`config.mk`:
```
export PLATFORM = sky130hd
export DESIGN_NAME = line_counter
export DESIGN_NICKNAME = d
export VERILOG_FILES = /design/src/cache_pkg.sv /design/src/line_counter.sv
export SDC_FILE = /design/constraint.sdc
export NUM_CORES = 1
export LEC_CHECK = 0
export BUFFER_PORTS_ARGS = -buffer_cell sky130_fd_sc_hd__buf_2
export CAP_MARGIN = 20
export CORE_AREA = 2 2 39 41
export DETAILED_ROUTE_END_ITERATION = 10
export DIE_AREA = 0 0 41 43
export SKIP_CTS_REPAIR_TIMING = 1
export SYNTH_ARGS = -nofsm -noshare
export SYNTH_HDL_FRONTEND = slang
export SYNTH_SLANG_ARGS = --single-unit
export TNS_END_PERCENT = 20
```
`constraint.sdc`:
```
create_clock -name clk -period 2 [get_ports clk]
set_clock_uncertainty 0.05 [all_clocks]
set_input_delay 0.1 -clock clk [delete_from_list [all_inputs] [get_ports clk]]
set_output_delay 0.1 -clock clk [all_outputs]
set_load 0.02 [all_outputs]
```
`src/cache_pkg.sv`:
```
// Cache geometry is fixed at 16-bit byte addresses, 8-byte lines and 256 direct-mapped sets
`default_nettype none

package cache_pkg;

   localparam int tag_w      = 5;
   localparam int index_w    = 8;
   localparam int offset_w   = 3;  // Byte offset in a line
   localparam int line_words = 4;  // 16-bit words per line, one per bank

   typedef logic [15:0] word_t;

   // Address as the cache sees it
   typedef struct packed {
      logic [tag_w-1:0]    tag;
      logic [index_w-1:0]  index;
      logic [offset_w-1:0] offset;  // Bit 0 is zero for a valid access
   } addr_fields_t;

   // Same word, flat for the memory and split for the cache
   typedef union packed {
      logic [15:0]  flat;
      addr_fields_t fields;
   } addr_u;

   // One entry per set, 7 bits wide
   typedef struct packed {
      logic             valid;
      logic             dirty;
      logic [tag_w-1:0] tag;
   } tag_entry_t;

endpackage

`default_nettype wire
```
`src/line_counter.sv`:
```
// Both counts wrap after one line, so a write-back leaves the issue count at zero for the fill
`timescale 1ns/1ps
`default_nettype none

module line_counter (
   input  logic       clk,
   input  logic       rst_n,
   input  logic       clr,
   input  logic       issue_en,
   input  logic       rvalid,
   output logic [1:0] issue_idx,
   output logic [1:0] return_idx,
   output logic       issue_last,
   output logic       return_last
);

   localparam logic [1:0] last_idx = 2'(cache_pkg::line_words - 1);

   always_ff @(posedge clk) begin
      if (!rst_n || clr) begin
         issue_idx  <= '0;
         return_idx <= '0;
      end else begin
         if (issue_en) issue_idx <= issue_idx + 2'd1;   // Word sent to memory
         if (rvalid) return_idx <= return_idx + 2'd1;   // Word back from memory
      end
   end

   // Reads in flight make these differ during a fill
   assign issue_last  = (issue_idx == last_idx);
   assign return_last = (return_idx == last_idx);

endmodule

`default_nettype wire

```
**Yosys cells after proc, flatten, opt, wreduce, memory -nomap -nowiden**

Index checks and enable logic that the tools add are counted.

- Flip-flop bits (word level): 4
- Input port bits: 5

- $add $sub $neg: 2
- Equality and inequality tests: 2
- Reduce and logical (&&, ||, !) cells: 2

Operators by type and width:

| kind | count |
|---|---|
| $add A2 B1 Y2 const B | 2 |
| $eq A2 B2 Y1 const B | 2 |
| $logic_not A1 Y1 | 1 |
| $logic_or A1 B1 Y1 | 1 |

**Longest topological paths before layout**

- Depth in word-level cells: 2
- Gate-level depth with buffers: 3
- Mapped depth without buffers: 3

**Worst setup path before layout**

OpenSTA, ideal clock, no wires.

- Path kind: reg-to-reg
- From: register issue_idx[0]
- To: register issue_idx[1]
- Setup time: 116 ps
- Arrival time: 885 ps
- Required time: 1,834 ps
- Setup slack: 949 ps
- Stages on the path, launching flop included: 4
- Period minus slack after synthesis: 1,051 ps
- Cell sequence: dfxtp_1 > ha_1 > mux2i_1 > nor2_1

- Longest elaborated chain between the ends: 1

RTL lines:

| item | RTL line | RTL |
|---|---|---|
| from (decl) | line_counter.sv:11 | `output logic [1:0] issue_idx,` |
| from (signal assigned) | line_counter.sv:24 | `if (issue_en) issue_idx <= issue_idx + 2'd1;` |
| $add A2 B1 Y2 | line_counter.sv:24 |  |

No other way between the ends.
A chain may end at the register's enable or synchronous reset.

**Worst setup path after layout**

- From: register return_idx[0]
- To: output port return_last

- Longest elaborated chain between the ends: 1

RTL lines:

| item | RTL line | RTL |
|---|---|---|
| from (decl) | line_counter.sv:12 | `output logic [1:0] return_idx,` |
| from (signal assigned) | line_counter.sv:25 | `if (rvalid) return_idx <= return_idx + 2'd1;` |
| $eq A2 B2 Y1 | line_counter.sv:31 | `assign return_last = (return_idx == last_idx);` |
| to (decl) | line_counter.sv:14 | `output logic return_last` |

No other way between the ends.

==> flow_metrics.py <==
metrics = {
    "outcome": {
        "outcome": "finished clean",
    },
    "cts": {
        "clock_sinks": 4,
        "cts_tree": "done",
        "cts_buffer_depth": 2,
        "clk_latency_ps": 230,
        "h-tree-depth": 1,
        "cts_buffers": 3,
        "path_clk_slew_ps": 40,
        "clockRootBuffer": "clkbuf_4",
    },
    "synth": {
        "syn_nets": 22,
        "ys_ff_latch": 4,
        "synth_cells": 15,
        "ys_types": 6,
        "synth-seq-area-share_pct": 48.9,
        "syn_area_per_cell_sq_um": 10.9,
        "synth_warnings": 0,
        "syn_area_sq_um": 164,
    },
    "setup_path": {
        "crit_fanout": 3,
        "critPathCaptureType": "output port",
        "arrival_ps": 900,
        "cp-start-kind": "flip-flop",
        "critPathKind": "flip-flop to output port",
        "required_ps": 1850,
    },
    "power_and_ir_drop": {
        "intPower_mw": 0.161,
        "power_frac_comb_pct": 10.2,
        "power_mw": 0.206,
        "swShare_pct": 22.2,
        "pwr_density_cell_nw_per_um2": 805,
        "seqPwrFrac_pct": 41.4,
        "p_leak_nw": 0.138,
        "p_sw_mw": 0.0458,
        "clkPwrFrac_pct": 48.4,
        "irDropWorstVdd_mv": 0.309,
    },
    "floorplan": {
        "fp.coreArea_sq_um": 1380,
        "fp.dieH_microns": 43,
        "die_area_sq_um": 1760,
        "ioPinCount": 11,
        "start_util_pct": 11.8,
        "dieWidth_microns": 41,
        "rows": 14,
    },
    "place": {
        "portBuffers": 10,
        "dpl_cell_area_sq_um": 234,
        "place_inst": 41,
        "finalWeightedCongestion": 0.520,
        "pre_cts_ws_ps": 1040,
    },
    "detailed_routing": {
        "routed_wl_microns": 312,
        "drtAntennaViolNets": 0,
        "vias": 144,
        "vias_per_cell": 3.27,
        "drt_pass1_iterations": 1,
        "drt-initial-drc-count": 0,
        "route.detailed.drc": 0,
        "wire_per_inst_microns": 7.09,
    },
    "final_layout": {
        "finish.net_count": 37,
        "layout-area-overhead-vs-synth_pct": 56.5,
        "final_common_cell": "buf_2",
        "diodes": 0,
        "mostFrequentLayoutCells": "10 x buf_2, 4 x nor2_1, 4 x dfxtp_1",
        "layout.core_utilization_pct": 18.5,
        "layout-drive-gt1-share_pct": 46.4,
        "stdcell_area_sq_um": 256,
        "finalNonFillerCells": 44,
    },
    "sta": {
        "slew_violations": 0,
        "tns_ps": 0,
        "clock.fmax_mhz": 953,
        "final_hold_viol_count": 0,
        "setup_slack_ps": 951,
        "setup_viol": 0,
        "slew_headroom_pct": 88.4,
        "rsz0062_at_grt": "false",
        "tightest_slew_ps": 174,
        "layout_min_cycle_time_ps": 1050,
        "hold_slack_ps": 95.6,
        "min_period_over_period_pct": 52.5,
    },
    "global_route": {
        "track_usage_pct": 4.93,
        "grt_pass1_vias": 130,
        "overflow": 0,
        "grt_max_degree": 5,
        "grt_pass1_wl_microns": 476,
        "antenna_found_initial": 0,
    },
    "run": {
        "maxCapViolCount": 0,
    },
    "hold_path": {
        "hold_class": "input port to flip-flop",
    },
}
## final timing paths
check / start / to / slack (ps) / cells after the start
setup reg to reg: return_idx[0] / return_idx[1] / 1050 / 3
hold / removal: rvalid / return_idx[1] / 100 / 3
setup / recovery: return_idx[0] / return_last / 950 / 2
hold reg to reg: return_idx[1] / return_idx[1] / 460 / 2
## sequential cells by signal, indices dropped and copies added, names as in the netlist
register    flops
issue_idx       2
return_idx      2
## metal layers
| metal | global-route usage [%] | wire length [microns] | vias up |
|---|---|---|---|
| li1 | - | - | 76 |
| met1 | 4.21 | 135 | 60 |
| met2 | 5.63 | 126 | 8 |
| met3 | 9.42 | 50 | 0 |
| met4 | 0 | 0 | 0 |
| met5 | 0 | 0 | - |
## cells in the mapped netlist
master / n / area share, %
dfxtp_1: 4 / 49
nor2_1: 4 / 9.2
ha_1: 2 / 15
mux2i_1: 2 / 12
xnor2_1: 2 / 11
nand2b_1: 1 / 3.8
## layout make-up
| class | count | area (sq um) |
|---|---|---|
| clock buffers | 3 | 22.5 |
| fillers | 156 | 1130 |
| multi-input cells | 11 | 83.8 |
| flip-flops and latches | 4 | 80.1 |
| well taps | 16 | 20.0 |
| repair buffers | 10 | 50.0 |
## cell families (layout without fill, tap and decap cells)
group,after synthesis,after routing,synth area share [%]
xor+xnor,2,2,10.7
fa+ha+maj,2,2,15.3
buf+inv,0,13,0
flops,4,4,48.9
mux,2,2,12.2
simple gates,5,5,13.0
## critical path, cell delays in order (launching register included)
cell	delay, ps
dfxtp_1	320
ha_1	190
buf_2	150
## power groups by stage
| stage | Clock [mW] | Combinational [mW] | Sequential (mW) |
|---|---|---|---|
| after floorplan | 0 | 0.00892 | 0.0901 |
| after global placement | 0 | 0.0211 | 0.0867 |
| after detailed placement | 0 | 0.0214 | 0.0868 |
| after CTS | 0.106 | 0.0215 | 0.0855 |
| after global routing | 0.110 | 0.0236 | 0.0858 |
| final | 0.100 | 0.0210 | 0.0854 |
No activity file was read; power rests on OpenSTA's default activity.
