**src/cache_ctrl.sv**
```systemverilog
// Hit or error ends in done two edges after idle sees the request; misses add write-back and fill
`timescale 1ns/1ps
`default_nettype none

module cache_ctrl (
   input  logic clk,
   input  logic rst_n,
   input  logic rd,
   input  logic wr,
   input  logic misaligned,
   input  logic hit,
   input  logic dirty,
   input  logic issue_last,
   input  logic return_last,
   input  logic rvalid,
   output logic cache_we,
   output logic fill_sel,
   output logic set_dirty,
   output logic set_valid,
   output logic mem_rd,
   output logic mem_wr,
   output logic count_clr,
   output logic issue_en,
   output logic done,
   output logic cache_hit,
   output logic err
);

   typedef enum logic [2:0] {
      idle, compare, write_back, fill_issue, fill_wait, finish
   } state_t;

   state_t state, next_state;
   logic   hit_q;
   logic   err_q;
   logic   req_err;

   assign req_err = misaligned | (rd & wr);

   always_ff @(posedge clk) begin
      if (!rst_n) begin
         state <= idle;
         hit_q <= 1'b0;
         err_q <= 1'b0;
      end else begin
         state <= next_state;
         if (state == compare) begin  // Result held until finish
            hit_q <= hit & ~req_err;
            err_q <= req_err;
         end
      end
   end

   always_comb begin
      next_state = state;
      cache_we   = 1'b0;
      fill_sel   = 1'b0;
      set_dirty  = 1'b0;
      set_valid  = 1'b0;
      mem_rd     = 1'b0;
      mem_wr     = 1'b0;
      count_clr  = 1'b0;
      issue_en   = 1'b0;
      case (state)
         idle: if (rd | wr) next_state = compare;
         compare: begin
            count_clr = 1'b1;
            if (req_err) begin
               next_state = finish;  // No access on error
            end else if (hit) begin
               cache_we   = wr;
               set_dirty  = wr;
               next_state = finish;
            end else if (dirty) begin
               next_state = write_back;
            end else begin
               next_state = fill_issue;
            end
         end
         write_back: begin
            mem_wr   = 1'b1;  // One victim word per cycle
            issue_en = 1'b1;
            if (issue_last) next_state = fill_issue;
         end
         fill_issue: begin
            mem_rd    = 1'b1;
            issue_en  = 1'b1;
            cache_we  = rvalid;  // Short latency returns overlap issue
            fill_sel  = 1'b1;
            set_dirty = wr;
            if (issue_last) next_state = fill_wait;
         end
         fill_wait: begin
            cache_we  = rvalid;
            fill_sel  = 1'b1;
            set_dirty = wr;      // Write miss merges data_in into the fill
            if (rvalid && return_last) begin
               set_valid  = 1'b1;
               next_state = finish;
            end
         end
         finish:  next_state = idle;
         default: next_state = idle;
      endcase
   end

   assign done      = (state == finish);
   assign cache_hit = done & hit_q;
   assign err       = done & err_q;

endmodule

`default_nettype wire

```
**config.mk**
```make
export PLATFORM = sky130hd
export DESIGN_NAME = cache_ctrl
export DESIGN_NICKNAME = d
export VERILOG_FILES = /design/src/cache_ctrl.sv
export SDC_FILE = /design/constraint.sdc
export NUM_CORES = 1
export LEC_CHECK = 0
export BUFFER_PORTS_ARGS = -buffer_cell sky130_fd_sc_hd__buf_2
export CORE_AREA = 2 2 40 42
export CTS_CLUSTER_SIZE = 8
export DETAILED_ROUTE_END_ITERATION = 10
export DIE_AREA = 0 0 42 44
export REMOVE_ABC_BUFFERS = 1
export SLEW_MARGIN = 20
export SYNTH_ARGS = -nofsm -noshare
export SYNTH_HDL_FRONTEND = slang
export SYNTH_SLANG_ARGS = --single-unit
```
**constraint.sdc**
```tcl
create_clock -name clk -period 2.1 [get_ports clk]
set_clock_uncertainty 0.2 [all_clocks]
set_input_delay 0.42 -clock clk [delete_from_list [all_inputs] [get_ports clk]]
set_output_delay 0.42 -clock clk [all_outputs]
set_load 0.02 [all_outputs]
```
# Yosys cells after proc, flatten, opt, wreduce, memory -nomap -nowiden

Cells that the tools add are included.
Widths: inputs -> output; s select.

Shift operators: 0
Bitwise gates (word level): 7
Eq/ne operators: 9
Multiply operators: 0
Reduce and logical (&&, ||, !) cells: 5
Order comparisons: 0
Muxes and demuxes: 19
Divide/modulo/power cells: 0
$add $sub $neg: 0

Operator list:

| kind               | count |
|---|---|
| $mux 3             | 6 |
| $pmux 3 s5         | 1 |
| $mux 1             | 10 |
| $ne 2x2->1 const B | 4 |
| $eq 3x2->1 const B | 2 |
| $eq 3x3->1 const B | 2 |
| $and 1x1->1        | 4 |
| $pmux 1 s2         | 2 |
| $reduce_and 4->1   | 1 |
| $reduce_or 2->1    | 2 |
| $eq 3x1->1 const B | 1 |
| $logic_not 3->1    | 1 |
| $or 1x1->1         | 2 |
| $logic_and 1x1->1  | 1 |
| $not 1->1          | 1 |

ROM bits: 0
Flip-flop bits (word level): 5
Bits in latches: 0
Output and inout bits: 11
Memories kept: 0
Input bits: 10
RAM bits: 0

# Depth between registers and ports, before layout

Depth in word-level cells: 4
Depth in mapped cells: 6
Mapped depth without buffers: 5

# Least setup slack after synthesis

No wires, ideal clock.

Path kind: reg2out
Start point: register state[2]
End point: output port cache_we
Setup slack: 0.154 ns
Cell stages (with the launch flop): 6
Arrival: 1.326 ns
Cells stage by stage: dfxtp_1 > buf_6 > and3b_1 > a21oi_2 > inv_1 > a22o_1

Word-level cells in the longest chain between the ends: 3
Elaborated cells on any way between the ends: 5
Those cells by class: 3 x eq/ne; 1 x mux; 1 x reduce/logical

RTL lines:

| element                                         | RTL line | text |
|---|---|---|
| start, declared                                 | 33       | `state_t state, next_state;` |
| start signal, assigned                          | 42       | `state <= idle;` |
| start signal, assigned                          | 46       | `state <= next_state;` |
| $eq 3x3->1 / $eq 3x2->1 (equally long branches) | 64       | `case (state)` |
| $reduce_or 2->1 (no source line)                | n/a      |  |
| $pmux 1 s2 *                                    | 64       |  |
| end, declared                                   | 16       | `output logic cache_we,` |

Mark *: on every way between the ends. The rest lies on a longest branch, timed or not.

# Worst setup path in the final report

Start point: register state[0]
End point: output port cache_we

The elaborated chain is that of the path after synthesis.

==> metrics <==
status=complete, no violations; Placed Instances=84; DR DRC count=0; Arrival @ worst endpoint=1.46 ns; Sw Share=0.394; Post-Syn Area per Cell=8.16 sq um; VDD IR-drop max=0.000263 V; Fmax achieved=480 MHz; layout cells sized above 1=0.553; drt total wl=1060 um; Setup TNS=0 ns; DRT Pass-1 Iters=3; Logic pwr share=0.530; initial antenna violation count=0; Design Area, Final=597 sq um; RSZ-0062 raised after global routing=yes; vias in the first global route=397; Post-Syn Instances=48; Seq/Total Area, Yosys=0.256; GRT overflow=0; Min Hold Slack=0.255 ns; CTS tree=yes; startpoint type of the worst setup path=register; Placed Instance Area=508 sq um; Final Wtd Congestion=0.712; die footprint=1850 sq um; Layout fillers=160; Final setup viols=0; crit-path cells=or3b_4, clkinv_4, nand3_4, clkinv_2, a22o_1, buf_6; GRT Total Usage=0.136; CP max FO=5; Slew Limit Fails=0; Required @ worst endpoint=1.48 ns; nets@finish=87; Max-cap violations=0; mapped cell area=392 sq um; min-delay src=rst_n; sw power=0.209 mW; largest net degree at the start of global routing=8; R2R setup slack=0.53 ns; crit end category=output pin; PD cells=888 nW/um^2; Pleak=0.305 nW; clock latency on the worst-skew pair=0.25 ns; global-route wire length before repair=1770 um; Port Buffers=20; Reg-to-Reg Start=state[0]; Clock Power Share=0.212; Int Power=0.321 mW; WL/cell=11.5 um; Clock Path Buffers=2; Final min period=2.08 ns; Tightest Pin Transition=0.411 ns; Yosys reg bits=5; reg2reg path depth=4; row count=14; detailed placer's ending HPWL=784 um; post-synth cell types=29; CTS Hold Bufs=0; Hold Crit Endpoint=state[1]; post-place setup slack=0.113 ns; Hold Path Stages=3; sequential power share=0.258; clk slew on worst S/H paths=0.04 ns; final worst setup slack=0.0151 ns; CTS root buf=clkbuf_4; crit-path max cell delay=0.40 ns; diode count=0; vias=448; Routed Antenna Nets=0; total number of H-tree levels=1; Die Height=44 um; Final Hold Viols=0; core footprint=1420 sq um; Ports=21; Non-Filler Instances=92; Final period util=0.993; Area Overhead vs Synth=52.4%; Ys Warns=0; Vias per Instance=4.87; drt first-iter violations=15; die width=42 um; CTS buffer count=3; Slew Limit Headroom=0.724; worst-path cell with the longest stage delay=or3b_4; clk sinks=5; Setup CP Type=register to output pin; Min-Delay Path Class=input port to register; Initial Util=0.276; RR Endpoint=state[1]
cell families after synthesis:
group / count (synthesis) / share of synthesized area
flops: 5 / 0.256
compound gates: 15 / 0.288
buf+inv: 5 / 0.0703
simple gates: 23 / 0.387
cell usage after synthesis:
library cell / count / area share
nand2_1: 6 / 0.058
dfxtp_1: 5 / 0.26
nand2b_1: 3 / 0.048
nor2_1: 3 / 0.029
a21oi_1: 2 / 0.026
a21oi_2: 2 / 0.045
and2_1: 2 / 0.032
and3b_1: 2 / 0.045
inv_1: 2 / 0.019
o21ai_1: 2 / 0.026
a211oi_1: 1 / 0.019
a21boi_1: 1 / 0.019
a21boi_2: 1 / 0.029
a22o_1: 1 / 0.022
a22oi_1: 1 / 0.019
and3_1: 1 / 0.016
buf_6: 1 / 0.029
clkinv_1: 1 / 0.0096
clkinv_2: 1 / 0.013
nand3_1: 1 / 0.013
nand3_4: 1 / 0.045
nand3b_1: 1 / 0.019
nor2b_1: 1 / 0.016
nor4b_2: 1 / 0.038
o211a_1: 1 / 0.026
o21ai_0: 1 / 0.013
o21ai_2: 1 / 0.022
o2bb2ai_1: 1 / 0.022
or3b_4: 1 / 0.029
placed cells by master (no fill, tap or decap), drive strengths merged, types with 2 or more instances in the layout:
cell type,instances
a21boi,2
nor2,3
a21oi,4
clkinv,2
nand3,2
o21ai,4
inv,2
nand2,6
buf,25
and3b,2
and2,2
nand2b,3
dfxtp,5
clkbuf,4
state kept, by name (all words and copies together), names as in the netlist:
register,cells
state,3
err_q,1
hit_q,1
metrics by stage:
| stage | total power [mW] | utilization |
|---|---|---|
| final | 0.530 | 0.421 |
| after global routing | 0.577 | 0.421 |
| after CTS | 0.514 | 0.409 |
| after detailed placement | 0.358 | 0.358 |
| after global placement | 0.355 | 0.358 |
| after floorplan | 0.290 | - |
metal layers:
metal | routed length, um | GRT usage | share of wire
met2 | 523 | 0.222 | 0.49
met1 | 450 | 0.138 | 0.43
met5 | 0 | 0 | 0
met3 | 54 | 0.0500 | 0.051
met4 | 29 | 0.116 | 0.027
critical path, delay by kind of cell, from the launching register on:
| family | cells | cell delay (ns) |
|---|---|---|
| AO/OA/AOI/OAI | 1 | 0.14 |
| buffers and inverters | 3 | 0.25 |
| AND/OR/NAND/NOR | 2 | 0.47 |
| flip-flops | 1 | 0.35 |
timing repair:
action	CTS	global route
endpoints found under the setup margin	2	2
buffers inserted	3	1
pin swaps	3	2
gates resized for setup	8	5
power groups by stage:
stage               Clock [mW]  Combinational [mW]  Sequential (mW)
floorplan                    0               0.154            0.136
global placement             0               0.221            0.134
detailed placement           0               0.223            0.135
CTS                      0.115               0.262            0.137
global route             0.131               0.305            0.141
finish                   0.112               0.281            0.137
area by class of cell:
class                           count  area (sq um)  share of cell area
Sequential cell                     5           106               0.178
Inverter                            4          21.3              0.0356
Multi-Input combinational cell     38           273               0.457
Clock buffer                        4          26.3              0.0440
Tap cell                           16          20.0              0.0335
Timing Repair Buffer               25           150               0.252
how the worst max path moves through the flow:
stage | slack [ns] | cells past startpoint | from | endpoint
floorplan | 0.10 | 4 | state[2] | cache_we
global placement | 0.19 | 6 | state[0] | cache_we
detailed placement | 0.11 | 6 | state[0] | cache_we
CTS | -0.003 | 6 | state[0] | cache_we
global route | -0.05 | 6 | state[0] | cache_we
finish | 0.02 | 6 | state[0] | cache_we
Power figures use the tool's default switching activity.
